File: config.mk
export PLATFORM = sky130hd
export DESIGN_NAME = burst_gearbox_top
export DESIGN_NICKNAME = d
export VERILOG_FILES = /design/src/hw/burst_gearbox_pkg.sv /design/src/hw/burst_split_ctrl.sv /design/src/hw/burst_addr_stepper.sv /design/src/hw/burst_remain_counter.sv /design/src/hw/burst_gearbox_top.sv
export VERILOG_INCLUDE_DIRS = /design/src /design/src/hw
export SDC_FILE = /design/constraint.sdc
export NUM_CORES = 1
export LEC_CHECK = 0
export BUFFER_PORTS_ARGS = -buffer_cell sky130_fd_sc_hd__buf_2
export CORE_ASPECT_RATIO = 0.7
export CORE_MARGIN = 4
export CORE_UTILIZATION = 58
export DETAILED_ROUTE_END_ITERATION = 10
export PLACE_DENSITY_LB_ADDON = 0.08
export SLEW_MARGIN = 5
export SYNTH_ARGS = -nofsm -noshare
export SYNTH_HDL_FRONTEND = slang
export SYNTH_SLANG_ARGS = --single-unit
File: constraint.sdc
create_clock -name clk -period 7.2 [get_ports clk]
set_clock_uncertainty 0.05 [all_clocks]
set_input_delay 1.44 -clock clk [delete_from_list [all_inputs] [get_ports clk]]
set_output_delay 1.44 -clock clk [all_outputs]
set_load 0.02 [all_outputs]
File: src/hw/burst_gearbox_macros.svh
`ifndef BURST_GEARBOX_MACROS_SVH
`define BURST_GEARBOX_MACROS_SVH

// Word address width on both the master and the slave side
`define GBX_ADDR_WIDTH 16

// Master burst count width, wide enough to hold a count of 128
`define GBX_MASTER_BURST_WIDTH 8

// Slave burst count width, wide enough to hold a count of 8
`define GBX_SLAVE_BURST_WIDTH 4

// Largest burst the slave accepts, in beats
`define GBX_SLAVE_MAX_BURST 8

// Page length in addresses
// It is a power of two and larger than the largest slave burst
`define GBX_PAGE_SIZE 64

`endif

File: src/hw/burst_gearbox_pkg.sv
`include "burst_gearbox_macros.svh"

package burst_gearbox_pkg;

    // One word address
    typedef logic [`GBX_ADDR_WIDTH-1:0] addr_t;

    // Master burst count, counted from one, legal range 1 to 128
    typedef logic [`GBX_MASTER_BURST_WIDTH-1:0] master_count_t;

    // Slave burst count, counted from one, legal range 1 to 8
    typedef logic [`GBX_SLAVE_BURST_WIDTH-1:0] slave_count_t;

    // Command as it arrives from the master
    typedef struct packed {
        addr_t         addr;
        master_count_t count;
    } master_cmd_t;

    // One burst as it leaves for the slave
    // The last flag marks the final burst of a master command
    typedef struct packed {
        addr_t        addr;
        slave_count_t count;
        logic         last;
    } slave_burst_t;

endpackage

File: src/hw/burst_split_ctrl.sv
`timescale 1ns/1ps

module burst_split_ctrl
(
    input  logic clk,
    input  logic reset_n,

    // Master command handshake
    input  logic cmd_valid,
    output logic cmd_ready,

    // Slave burst handshake
    output logic burst_valid,
    input  logic burst_accept,

    // Registered flag from the remaining counter, set on the final burst
    input  logic last,

    // Datapath controls
    output logic load,
    output logic step
);

    // Two states are enough, one command is in flight at a time
    typedef enum logic
    {
        st_idle,
        st_busy
    } state_t;

    state_t state;
    state_t state_next;

    // Transfer conditions on both sides
    logic cmd_xfer;
    logic burst_xfer;
    logic final_xfer;

    // The gearbox takes a new command only while nothing is being split
    assign cmd_ready   = (state == st_idle);

    // Bursts are offered for the whole time a command is being split
    assign burst_valid = (state == st_busy);

    assign cmd_xfer    = cmd_valid & cmd_ready;
    assign burst_xfer  = burst_valid & burst_accept;

    // The transfer of the burst that carries last ends the command
    assign final_xfer  = burst_xfer & last;

    // Load captures the command in the datapath in its transfer cycle
    assign load = cmd_xfer;

    // Step moves the datapath to the next burst, except after the final one
    // There the datapath simply holds until the next load
    assign step = burst_xfer & ~last;

    always_comb
    begin
        state_next = state;
        case (state)
            st_idle:
            begin
                if (cmd_xfer)
                begin
                    state_next = st_busy;
                end
            end
            st_busy:
            begin
                // Back-pressure keeps the FSM here with the burst unchanged
                if (final_xfer)
                begin
                    state_next = st_idle;
                end
            end
            default:
            begin
                state_next = st_idle;
            end
        endcase
    end

    always_ff @(posedge clk)
    begin
        if (!reset_n)
        begin
            state <= st_idle;
        end
        else
        begin
            state <= state_next;
        end
    end

endmodule

File: src/hw/burst_addr_stepper.sv
`timescale 1ns/1ps
`include "burst_gearbox_macros.svh"

module burst_addr_stepper
(
    input  logic clk,
    input  logic reset_n,

    // Controls from the FSM
    input  logic load,
    input  logic step,

    // Start address of the incoming command
    input  burst_gearbox_pkg::addr_t cmd_addr,

    // Address of the burst on the slave side
    output burst_gearbox_pkg::addr_t cur_addr,

    // Page limit registered at cur_addr
    output burst_gearbox_pkg::slave_count_t cur_limit,

    // Page limit at the address taken on the coming edge
    output burst_gearbox_pkg::slave_count_t next_limit
);

    // Number of page offset bits
    localparam int PAGE_BITS = $clog2(`GBX_PAGE_SIZE);

    // Number of offset bits inside one full slave burst
    localparam int MAX_BITS = $clog2(`GBX_SLAVE_MAX_BURST);

    burst_gearbox_pkg::addr_t next_addr;

    // Largest burst that starts at addr and stays inside its page
    function automatic burst_gearbox_pkg::slave_count_t limit_at
    (
        burst_gearbox_pkg::addr_t addr
    );
        logic near_page_end;

        // All page offset bits above the burst offset set means the address
        // lies in the last full-burst slot of the page
        near_page_end = &addr[PAGE_BITS-1:MAX_BITS];

        if (near_page_end)
        begin
            // Only the entries up to the page end are left
            return burst_gearbox_pkg::slave_count_t'(`GBX_SLAVE_MAX_BURST) -
                   burst_gearbox_pkg::slave_count_t'(addr[MAX_BITS-1:0]);
        end
        else
        begin
            return burst_gearbox_pkg::slave_count_t'(`GBX_SLAVE_MAX_BURST);
        end
    endfunction

    // A new command starts at its own address, a step moves past the burst
    // that was just accepted, which is always cur_limit long when not last
    assign next_addr = load ? cmd_addr
                            : cur_addr + burst_gearbox_pkg::addr_t'(cur_limit);

    // The remaining counter needs this limit to decide last in the same edge
    assign next_limit = limit_at(next_addr);

    always_ff @(posedge clk)
    begin
        if (load || step)
        begin
            cur_addr  <= next_addr;
            cur_limit <= next_limit;
        end

        // Keep the limit at a legal burst size out of reset
        if (!reset_n)
        begin
            cur_limit <= burst_gearbox_pkg::slave_count_t'(`GBX_SLAVE_MAX_BURST);
        end
    end

endmodule

File: src/hw/burst_remain_counter.sv
`timescale 1ns/1ps

module burst_remain_counter
(
    input  logic clk,
    input  logic reset_n,

    // Controls from the FSM
    input  logic load,
    input  logic step,

    // Beat count of the incoming command
    input  burst_gearbox_pkg::master_count_t cmd_count,

    // Page limits from the address stepper
    input  burst_gearbox_pkg::slave_count_t cur_limit,
    input  burst_gearbox_pkg::slave_count_t next_limit,

    // Count of the burst on the slave side
    output burst_gearbox_pkg::slave_count_t count,

    // Set while the burst on the slave side is the final one
    output logic last
);

    // Beats still to send, including the burst now on the outputs
    burst_gearbox_pkg::master_count_t remain;
    burst_gearbox_pkg::master_count_t next_remain;
    logic next_last;

    // A step follows a burst of exactly cur_limit beats, so that is what goes
    assign next_remain = load ? cmd_count
                              : remain - burst_gearbox_pkg::master_count_t'(cur_limit);

    // The rest fits into one burst when it is no larger than the page limit
    // at the address where that burst starts
    assign next_last = (next_remain <= burst_gearbox_pkg::master_count_t'(next_limit));

    always_ff @(posedge clk)
    begin
        if (load || step)
        begin
            remain <= next_remain;
            last   <= next_last;
        end

        if (!reset_n)
        begin
            last <= 1'b1;
        end
    end

    // On the final burst the remainder is at most one full burst and fits
    // the slave count, on all others the page limit sets the size
    assign count = last ? burst_gearbox_pkg::slave_count_t'(remain) : cur_limit;

endmodule

File: src/hw/burst_gearbox_top.sv
`timescale 1ns/1ps

module burst_gearbox_top
(
    input  logic clk,
    input  logic reset_n,

    // Master side, one command at a time
    input  burst_gearbox_pkg::master_cmd_t cmd,
    input  logic                           cmd_valid,
    output logic                           cmd_ready,

    // Slave side, page-limited bursts of 1 to 8 beats
    output burst_gearbox_pkg::slave_burst_t burst,
    output logic                            burst_valid,
    input  logic                            burst_accept
);

    logic load;
    logic step;
    logic last;

    burst_gearbox_pkg::addr_t        cur_addr;
    burst_gearbox_pkg::slave_count_t cur_limit;
    burst_gearbox_pkg::slave_count_t next_limit;
    burst_gearbox_pkg::slave_count_t count;

    // FSM for both handshakes
    burst_split_ctrl ctrl_i
    (
        .clk          (clk),
        .reset_n      (reset_n),
        .cmd_valid    (cmd_valid),
        .cmd_ready    (cmd_ready),
        .burst_valid  (burst_valid),
        .burst_accept (burst_accept),
        .last         (last),
        .load         (load),
        .step         (step)
    );

    // Address and page limit of the current burst
    burst_addr_stepper stepper_i
    (
        .clk        (clk),
        .reset_n    (reset_n),
        .load       (load),
        .step       (step),
        .cmd_addr   (cmd.addr),
        .cur_addr   (cur_addr),
        .cur_limit  (cur_limit),
        .next_limit (next_limit)
    );

    // Beats left, burst size and the last flag
    burst_remain_counter remain_i
    (
        .clk        (clk),
        .reset_n    (reset_n),
        .load       (load),
        .step       (step),
        .cmd_count  (cmd.count),
        .cur_limit  (cur_limit),
        .next_limit (next_limit),
        .count      (count),
        .last       (last)
    );

    // All three fields come from registers, so the burst holds under back-pressure
    assign burst.addr  = cur_addr;
    assign burst.count = count;
    assign burst.last  = last;

endmodule

==> results of run 1 <==
==> power by group through the flow <==
stage	logic, W	clock network (W)	registers (W)
after floorplan	0.000165	0	0.000264
after global placement	0.000230	0	0.000254
after detailed placement	0.000232	0	0.000255
after CTS	0.000235	0.000205	0.000251
after global routing	0.000260	0.000215	0.000257
final	0.000234	0.000205	0.000252
==> per-layer routing <==
metal | GRT usage (%) | share of wire [%] | up-vias
met4 | 6.51 | 1.4 | 0
met1 | 30.5 | 49 | 789
met3 | 5.05 | 6.6 | 7
met2 | 30.0 | 43 | 42
li1 | - | - | 905
met5 | 0 | 0 | -
==> worst max path at each step <==
stage,end,from,slack (ns),cells after the start
2_1_floorplan,remain_i.last,cmd_valid,3.53,12
3_5_place_dp,remain_i.last,cmd_valid,3.18,13
6_report,remain_i.last,cmd_valid,3.44,13
4_1_cts,remain_i.last,cmd_valid,3.46,13
5_1_grt,remain_i.last,cmd_valid,3.20,13
3_3_place_gp,remain_i.last,cmd_valid,3.25,13
==> cell families after synthesis <==
logic type | after synthesis
simple gates | 84
fa+ha+maj | 15
xor+xnor | 19
buf+inv | 26
flops | 30
mux | 3
compound gates | 52
==> critical path, stage by stage <==
cell,delay [ns]
buf_2,0.09
nor2b_2,0.12
buf_4,0.33
nor2_1,0.07
a21oi_1,0.31
ha_1,0.23
xor2_1,0.08
or2_2,0.29
ha_1,0.30
o21ai_0,0.15
o21bai_1,0.08
a211oi_1,0.24
o221a_2,0.21
==> registers in the layout, indices dropped and copies added, names as in the netlist <==
name	flops
ctrl_i.burst_valid	1
remain_i.last	1
remain_i.remain	8
stepper_i.cur_addr	16
stepper_i.cur_limit	4
==> area by class of cell <==
class,count,area share (%)
Inverter,18,2.67
Tap cell,50,2.48
Clock inverter,3,2.52
Multi-Input combinational cell,173,46.1
Sequential cell,30,33.3
Timing Repair Buffer,51,10.2
Clock buffer,5,2.72
==> stage by stage <==
| step | util (%) | instance area, um^2 | cells | worst slack [ns] |
|---|---|---|---|---|
| floorplan | - | 2110 | 229 | 3.53 |
| global placement | 68.2 | 2390 | 322 | 3.25 |
| detailed placement | 68.2 | 2390 | 322 | 3.18 |
| CTS | 71.9 | 2530 | 330 | 3.46 |
| global route | 71.9 | 2530 | 330 | 3.20 |
| finish | 71.9 | 2530 | 330 | 3.44 |
==> cells in the mapped netlist (3+ instances only) <==
| cell type | instances | area share (%) |
|---|---|---|
| nand2_1 | 35 | 6.2 |
| edfxtp_1 | 24 | 34 |
| inv_1 | 18 | 3.2 |
| o21ai_0 | 18 | 4.3 |
| nor2_1 | 16 | 2.8 |
| ha_1 | 13 | 7.7 |
| xor2_1 | 11 | 4.6 |
| xnor2_1 | 8 | 3.3 |
| a21oi_1 | 6 | 1.4 |
| dfxtp_1 | 6 | 5.7 |
| nand3_1 | 6 | 1.4 |
| nor3_1 | 6 | 1.4 |
| a31oi_1 | 4 | 1.2 |
| and2_1 | 4 | 1.2 |
| buf_2 | 4 | 0.95 |
| nand2b_1 | 4 | 1.2 |
| nor2b_1 | 4 | 1.2 |
| a211oi_1 | 3 | 1.1 |
| o21a_1 | 3 | 1.1 |
| o31ai_1 | 3 | 1.1 |
==> flow_summary.toml, run 1 <==
[pwr]
seqPwrFrac_pct = 36.4
powerDensity_nw_per_um2 = 273
intPower_w = 0.000455
p_sw_w = 0.000235
comb_power_share_pct = 33.9
power.share.clock_pct = 29.6
p_total_w = 0.000690
swShare_pct = 34.1
p_leak_nw = 1.06
vdd_drop_max_mv = 0.178

[setup_path]
crit_fanout = 40
arrival_ns = 3.95
path_class = "primary input to flop"
r2r_slack_ns = 3.92
cp-end-kind = "flop"
start_kind = "primary input"
r2r-start = "stepper_i.cur_limit[0]"
r2r_end = "remain_i.last"
worstPathRequired_ns = 7.39
r2r_cells = 13

[drt]
ant_nets = 0
drt_wl_total_um = 4470
dr_total_vias = 1743
dr.pass1.iters = 5
drtIter0Drc = 93
viasPerCell = 5.28
drc = 0
wire_per_inst_um = 13.6

[logic_synthesis]
synth_top_family_by_area = "simple AND/OR/NAND/NOR gates"
synth_fa_ha_area_share_pct = 9.60
synth_compound_area_share_pct = 16.9
ys_seq_area_share_pct = 39.8
syn_nets = 272
synth_ff_type = "edfxtp_1"
synth-edff-count = 24
ys_async_sr_fraction_pct = 0
synthMuxAreaShare_pct = 2.07
synthSimpleGateAreaFrac_pct = 18.7
ys_warn_count = 0
ys_ff_latch = 30
synthXorXnorAreaFrac_pct = 7.88
avgSynthCellArea_um2 = 9.22
syn-cell-area_um2 = 2110
synth_cell_types = 44
syn-instance-count = 229

[timing]
slew_headroom_pct = 30.2
setup_tns_ns = 0
setup_viol = 0
fin_crit_ns = 3.76
fmax_mhz = 266
worst_pin_slew_ns = 1.05
fin_hold_ws_ns = 0.513
hold_viol_final = 0
rsz0062_at_grt = "false"
min_period_over_period_pct = 52.2
drv_slew = 0

[placed_design]
hpwl_um = 3330
gp_congestion = 0.800
portBuffers = 50

[grt]
grt_pass1_vias = 1550
grt_max_degree = 41
grt-ovfl-total = 0
grt_antenna_before_repair = 0
grt_pass1_wl_um = 7370
grtUsageTotal_pct = 20.7

[flow_run]
maxCapViolCount = 0

[clock_tree]
numCtsBuffers = 5
postCtsSetupRepairBufs = 0
cts_root_buf = "clkbuf_8"
clockBufferDepth = 2
clkTransAtPathRegs_ns = 0.07
clk_latency_ns = 0.29
hold_buffers = 0
cts.sinks = 30
htree_num_levels = 2
cts_tree = "done"
cts.repair.resized = 0

[cells_and_area]
final_cell_mix = "buf_2, nand2_1, edfxtp_1, inv_1, o21ai_0"
multi_input_area_um2 = 1170
seq_area_um2 = 841
nets = 322
area_delta_synth_final_pct = 19.7
drive_gt1_share_pct = 25.0
fill_cells = 283
n_antenna_cell = 0
final_common_cell = "buf_2"

[floorplan]
rows = 18
io_pins = 51
core_area_um2 = 3510
die-width_um = 80.1
fp.dieH_um = 58.5
die_area_um2 = 4680
initial_core_util_pct = 60.1

[min_path]
hold_depth = 2
hold_end = "stepper_i.cur_limit[3]"
hp-class = "flop to flop"
min_from = "stepper_i.cur_limit[3]"

[run_status]
status = "complete, no violations"
Power figures use the tool's default switching activity.
==> run 2: changes to the inputs <==
Settings changed: CORE_UTILIZATION 58 to 54.
Clock period 7.2 ns to 3.9 ns, I/O delays scaled along.
==> run 2 against run 1 <==
Combinational power increased by 87%. Register-to-register slack got worse by 3.3 ns. Sequential power increased by 84%. Via count increased by 0.34%. Largest cell class unchanged. Sequential share of layout area increased by 0.12 points. Utilization decreased by 2.9 points. Critical endpoint unchanged. Wire length increased by 6.5%. Die area increased by 6.5%.
==> flow_summary.toml, run 2 (synthesized netlist as in run 1, its figures left out) <==
[cells_and_area]
multi_input_area_um2 = 1170
nets = 324
final_cell_mix = "buf_2, nand2_1, edfxtp_1, inv_1, o21ai_0"
fill_cells = 318
area_delta_synth_final_pct = 19.3
largest_register_ffs = 16
n_antenna_cell = 0
final_common_cell = "buf_2"
drive_gt1_share_pct = 25.9
seq_area_um2 = 841
regMostFlops = "stepper_i.cur_addr"
largest_registers = "stepper_i.cur_addr: 16 flops, remain_i.remain: 8 flops, stepper_i.cur_limit: 4 flops"

[grt]
grt_max_degree = 33
grt_antenna_before_repair = 0
grt-ovfl-total = 0
grt_pass1_vias = 1620
grt_pass1_wl_um = 7810
grtUsageTotal_pct = 21.2

[timing]
setup_tns_ns = 0
fin_hold_ws_ns = 0.523
min_period_over_period_pct = 84.2
fin_crit_ns = 3.28
setup_viol = 0
rsz0062_at_grt = "false"
worst_pin_slew_ns = 0.623
slew_headroom_pct = 58.4
fmax_mhz = 305
hold_viol_final = 0
drv_slew = 0

[clock_tree]
clk_latency_ns = 0.28
htree_num_levels = 2
hold_buffers = 0
clkTransAtPathRegs_ns = 0.07
cts.sinks = 30
cts_root_buf = "clkbuf_8"
cts.repair.resized = 0
numCtsBuffers = 5
cts_tree = "done"
clockBufferDepth = 2
postCtsSetupRepairBufs = 0

[pwr]
vdd_drop_max_mv = 0.302
p_sw_w = 0.000438
seqPwrFrac_pct = 38.1
power.share.clock_pct = 25.9
intPower_w = 0.000779
swShare_pct = 36.0
p_leak_nw = 1.07
powerDensity_nw_per_um2 = 483
comb_power_share_pct = 36.0

[drt]
wl_met2_um = 2170
ant_nets = 0
dr_total_vias = 1749
drtIter0Drc = 112
wire_per_inst_um = 14.3
wl_met3_um = 274
highest_layer = "met4"
viasPerCell = 5.27
wl_met1_um = 2300
drt_wl_total_um = 4760
dr.pass1.iters = 4
drc = 0

[min_path]
hp-class = "flop to flop"

[setup_path]
crit_start = "stepper_i.cur_limit[0]"
worstPathRequired_ns = 4.08
r2r_slack_ns = 0.62
arrival_ns = 3.47
r2r_cells = 14
slowest_stage = "dfxtp_1"
path_class = "flop to flop"
r2r-start = "stepper_i.cur_limit[0]"
crit_fanout = 8
cp-end-kind = "flop"
start_kind = "flop"
critical_path.cell_chain = "ha_1, inv_1, fa_1, nand2b_1, a21oi_1, xnor2_1, a31oi_4, nand2b_1, ha_1, nor2b_1, nor3_1, o21bai_1, a211oi_1, o221a_2"
r2r_end = "remain_i.last"
slowest_delay_ns = 0.40
crit_end = "remain_i.last"

[flow_run]
maxCapViolCount = 0

[floorplan]
initial_core_util_pct = 57.9
io_pins = 51
die-width_um = 82.7
core_area_um2 = 3650
rows = 18
fp.dieH_um = 60.3
die_area_um2 = 4990

[placed_design]
hpwl_um = 3610
portBuffers = 50
gp_congestion = 0.843

[run_status]
status = "complete, no violations"
## run 2: worst max-delay path: cells and delay by family (launching register included)
family | cells | cell delay (ns)
DFF | 1 | 0.40
adders and majority gates | 3 | 0.91
and+or+nand+nor | 4 | 0.64
buffers and inverters | 1 | 0.06
xor gates and xnor gates | 1 | 0.24
AOI/OAI and AO/OA | 5 | 0.94
## run 2: cell type report
type / count / share of cell area (%)
timing repair buffer: 53 / 10.8
clock buffer: 5 / 2.73
inverter: 18 / 2.68
tap: 50 / 2.48
multi-input combinational: 173 / 46.3
clock inverter: 3 / 1.59
sequential: 30 / 33.4
## run 2: worst min path at each step
stage                      startpoint                     end  slack (ns)  cells after the start
2_1_floorplan  stepper_i.cur_limit[3]  stepper_i.cur_limit[3]        0.45                      2
3_3_place_gp       ctrl_i.burst_valid      ctrl_i.burst_valid        0.50                      1
3_5_place_dp   stepper_i.cur_limit[3]  stepper_i.cur_limit[3]        0.51                      2
4_1_cts        stepper_i.cur_limit[3]  stepper_i.cur_limit[3]        0.52                      2
5_1_grt        stepper_i.cur_limit[3]  stepper_i.cur_limit[3]        0.55                      2
6_report       stepper_i.cur_limit[3]  stepper_i.cur_limit[3]        0.52                      2
## run 2: per-stage QoR
stage	worst slack, ns	cell area, um^2	power, W	instances	utilization, %
global placement	0.655	2410	0.000900	324	66.0
detailed placement	0.606	2410	0.000907	324	66.0
floorplan	0.773	2110	0.000791	229	-
CTS	0.626	2520	0.00122	332	69.0
global route	0.359	2520	0.00130	332	69.0
finish	0.617	2520	0.00122	332	69.0
## run 2: routing by layer
layer / GRT usage (%) / vias up
met5: 0 / -
met3: 6.33 / 2
met4: 5.59 / 0
li1: - / 905
met2: 30.9 / 44
met1: 30.7 / 798
## run 2: power groups by stage
stage / combinational, W / clock, W / sequential [W]
4_1_cts: 0.000440 / 0.000321 / 0.000465
6_report: 0.000438 / 0.000315 / 0.000464
3_5_place_dp: 0.000436 / 0 / 0.000471
3_3_place_gp: 0.000431 / 0 / 0.000468
5_1_grt: 0.000492 / 0.000339 / 0.000473
2_1_floorplan: 0.000304 / 0 / 0.000486
==> run 3: changes to the inputs <==
Settings changed: CORE_UTILIZATION 54 to 48.
Clock period 3.9 ns to 3 ns, I/O delays scaled along.
==> run 3 against run 2 <==
Cell count grew 4.8%. Sequential share of layout area shrank 2.9 points. Combinational power grew 53%. First-iteration DRC count shrank 4.5%. Global-route usage shrank 2.5 points. Cell area grew 9.4%. Clock power grew 64%. Count of clock-buffer cells in the layout grew 1. Setup slack lost 0.59 ns. Maximum frequency grew 10%. Sequential cell count is the same. Die area grew 11%.
==> flow_summary.toml, run 3 (synthesized netlist as in run 1, its figures left out) <==
[timing]
slew_headroom_pct = 65.9
rsz0062_at_grt = "true"
drv_slew = 0
fmax_mhz = 336
min_period_over_period_pct = 99.1
setup_viol = 0
post-route-worst-setup-slack_ns = 0.0279
hold_viol_final = 0
worst_pin_slew_ns = 0.506
fin_crit_ns = 2.97

[pwr]
p_sw_w = 0.000603
power.share.clock_pct = 28.9
swShare_pct = 33.7
seqPwrFrac_pct = 33.6
p_total_w = 0.00179
comb_power_share_pct = 37.5
vdd_drop_max_mv = 0.441
powerDensity_nw_per_um2 = 650
p_leak_nw = 1.18
intPower_w = 0.00119

[grt]
grtUsageTotal_pct = 18.7
grt_pass1_wl_um = 8140
grt_antenna_before_repair = 0
grt-ovfl-total = 0
grt_max_degree = 25
grt_pass1_vias = 1707

[placed_design]
gp_congestion = 0.820
place_area_um2 = 2540
portBuffers = 50
pre_cts_ws_ns = 0.0305
hpwl_um = 3700

[setup_path]
slowest_delay_ns = 0.38
worstPathRequired_ns = 3.13
arrival_ns = 3.10
crit_start = "stepper_i.cur_limit[0]"
r2r-start = "stepper_i.cur_limit[0]"
start_kind = "flop"
slowest_stage = "fa_2"
r2r_end = "remain_i.last"
path_delay_family = "adder cells"
cp-end-kind = "flop"
path_class = "flop to flop"
r2r_cells = 13
r2r_slack_ns = 0.03
critical_path.cell_chain = "ha_2, inv_2, fa_2, buf_4, xor2_1, a21oi_1, xor2_1, or2_4, ha_4, o21ai_2, o21bai_1, a211oi_1, o221a_2"
crit_fanout = 3
cpMostUsedCell = "xor2_1"
cp.buffers_inverters = 2

[run_status]
status = "complete, no violations"

[drt]
viasPerCell = 5.25
drtIter0Drc = 107
wire_per_inst_um = 14.4
dr.pass1.iters = 7
drt_wl_total_um = 5020
drc = 0
ant_nets = 0
dr_total_vias = 1827
wl_met1_um = 2540
wl_met3_um = 238
wl_met2_um = 2200
highest_layer = "met4"

[clock_tree]
cts_root_buf = "clkbuf_8"
clkTransAtPathRegs_ns = 0.07
htree_num_levels = 2
cts.sinks = 30
cts_tree = "done"
numCtsBuffers = 5
clk_latency_ns = 0.29
clockBufferDepth = 2
hold_buffers = 0

[cells_and_area]
n_antenna_cell = 0
regMostFlops = "stepper_i.cur_addr"
final_area_um2 = 2760
drive_gt1_share_pct = 33.4
final_cell_mix = "buf_2, nand2_1, edfxtp_1, o21ai_0"
nets = 338
multi_input_area_um2 = 1250
seq_area_um2 = 841
largest_register_ffs = 16
fill_cells = 342
largest_registers = "stepper_i.cur_addr: 16 flops, remain_i.remain: 8 flops, stepper_i.cur_limit: 4 flops"
final_common_cell = "buf_2"
area_delta_synth_final_pct = 30.5

[floorplan]
core_area_um2 = 4090
io_pins = 51
die-width_um = 87.3
rows = 19
initial_core_util_pct = 51.6
fp.dieH_um = 63.5
die_area_um2 = 5540

[min_path]
hold_end = "ctrl_i.burst_valid"
hp-class = "primary input to flop"
min_from = "burst_accept"
hold_depth = 2

[flow_run]
maxCapViolCount = 0
run 3: cell types whose count changed in the layout (fill, tap and decap cells not counted), sizes merged:
cell | previous run | this run
buf | 53 | 67
bufinv | 1 | 2
clkinv | 2 | 0
clkbuf | 5 | 6
run 3: layer usage:
layer,vias to the layer above,global-route usage [%]
li1,941,-
met1,837,27.3
met2,41,27.4
met3,8,4.56
met4,0,4.60
met5,-,0
run 3: per-stage QoR:
step	TNS (ns)	std cells	utilization (%)	hold WS [ns]
5_1_grt	-0.108	348	67.4	0.479
2_1_floorplan	0	229	-	0.446
6_report	0	348	67.4	0.474
3_5_place_dp	0	336	62.2	0.488
3_3_place_gp	0	336	62.2	0.482
4_1_cts	0	344	65.7	0.470
run 3: how the worst max path moves through the flow:
| stage | to | slack [ns] | depth (start not counted) |
|---|---|---|---|
| CTS | remain_i.last | 0.003 | 14 |
| floorplan | remain_i.last | 0.003 | 14 |
| global route | remain_i.last | -0.11 | 14 |
| global placement | remain_i.last | 0.07 | 12 |
| finish | remain_i.last | 0.03 | 13 |
| detailed placement | remain_i.last | 0.03 | 14 |
run 3: what timing repair did:
| action | CTS | global route |
|---|---|---|
| resized for setup | 0 | 8 |
| buffers inserted | 0 | 4 |
| hold endpoints to repair | 0 | 0 |
| endpoints found under the setup margin | 0 | 1 |
run 3: layout make-up:
class | count | area share (%)
multi-input combinational | 173 | 45.3
sequential | 30 | 30.5
timing repair buffer | 67 | 14.2
clock buffer | 6 | 3.00
inverter | 18 | 2.45
tap | 52 | 2.36
clock inverter | 2 | 2.18
run 3: power groups by stage:
stage / Combinational, W / Clock, W / Sequential [W]
2_1_floorplan: 0.000416 / 0 / 0.000633
4_1_cts: 0.000626 / 0.000523 / 0.000602
3_5_place_dp: 0.000618 / 0 / 0.000610
6_report: 0.000672 / 0.000518 / 0.000602
3_3_place_gp: 0.000611 / 0 / 0.000609
5_1_grt: 0.000743 / 0.000539 / 0.000615
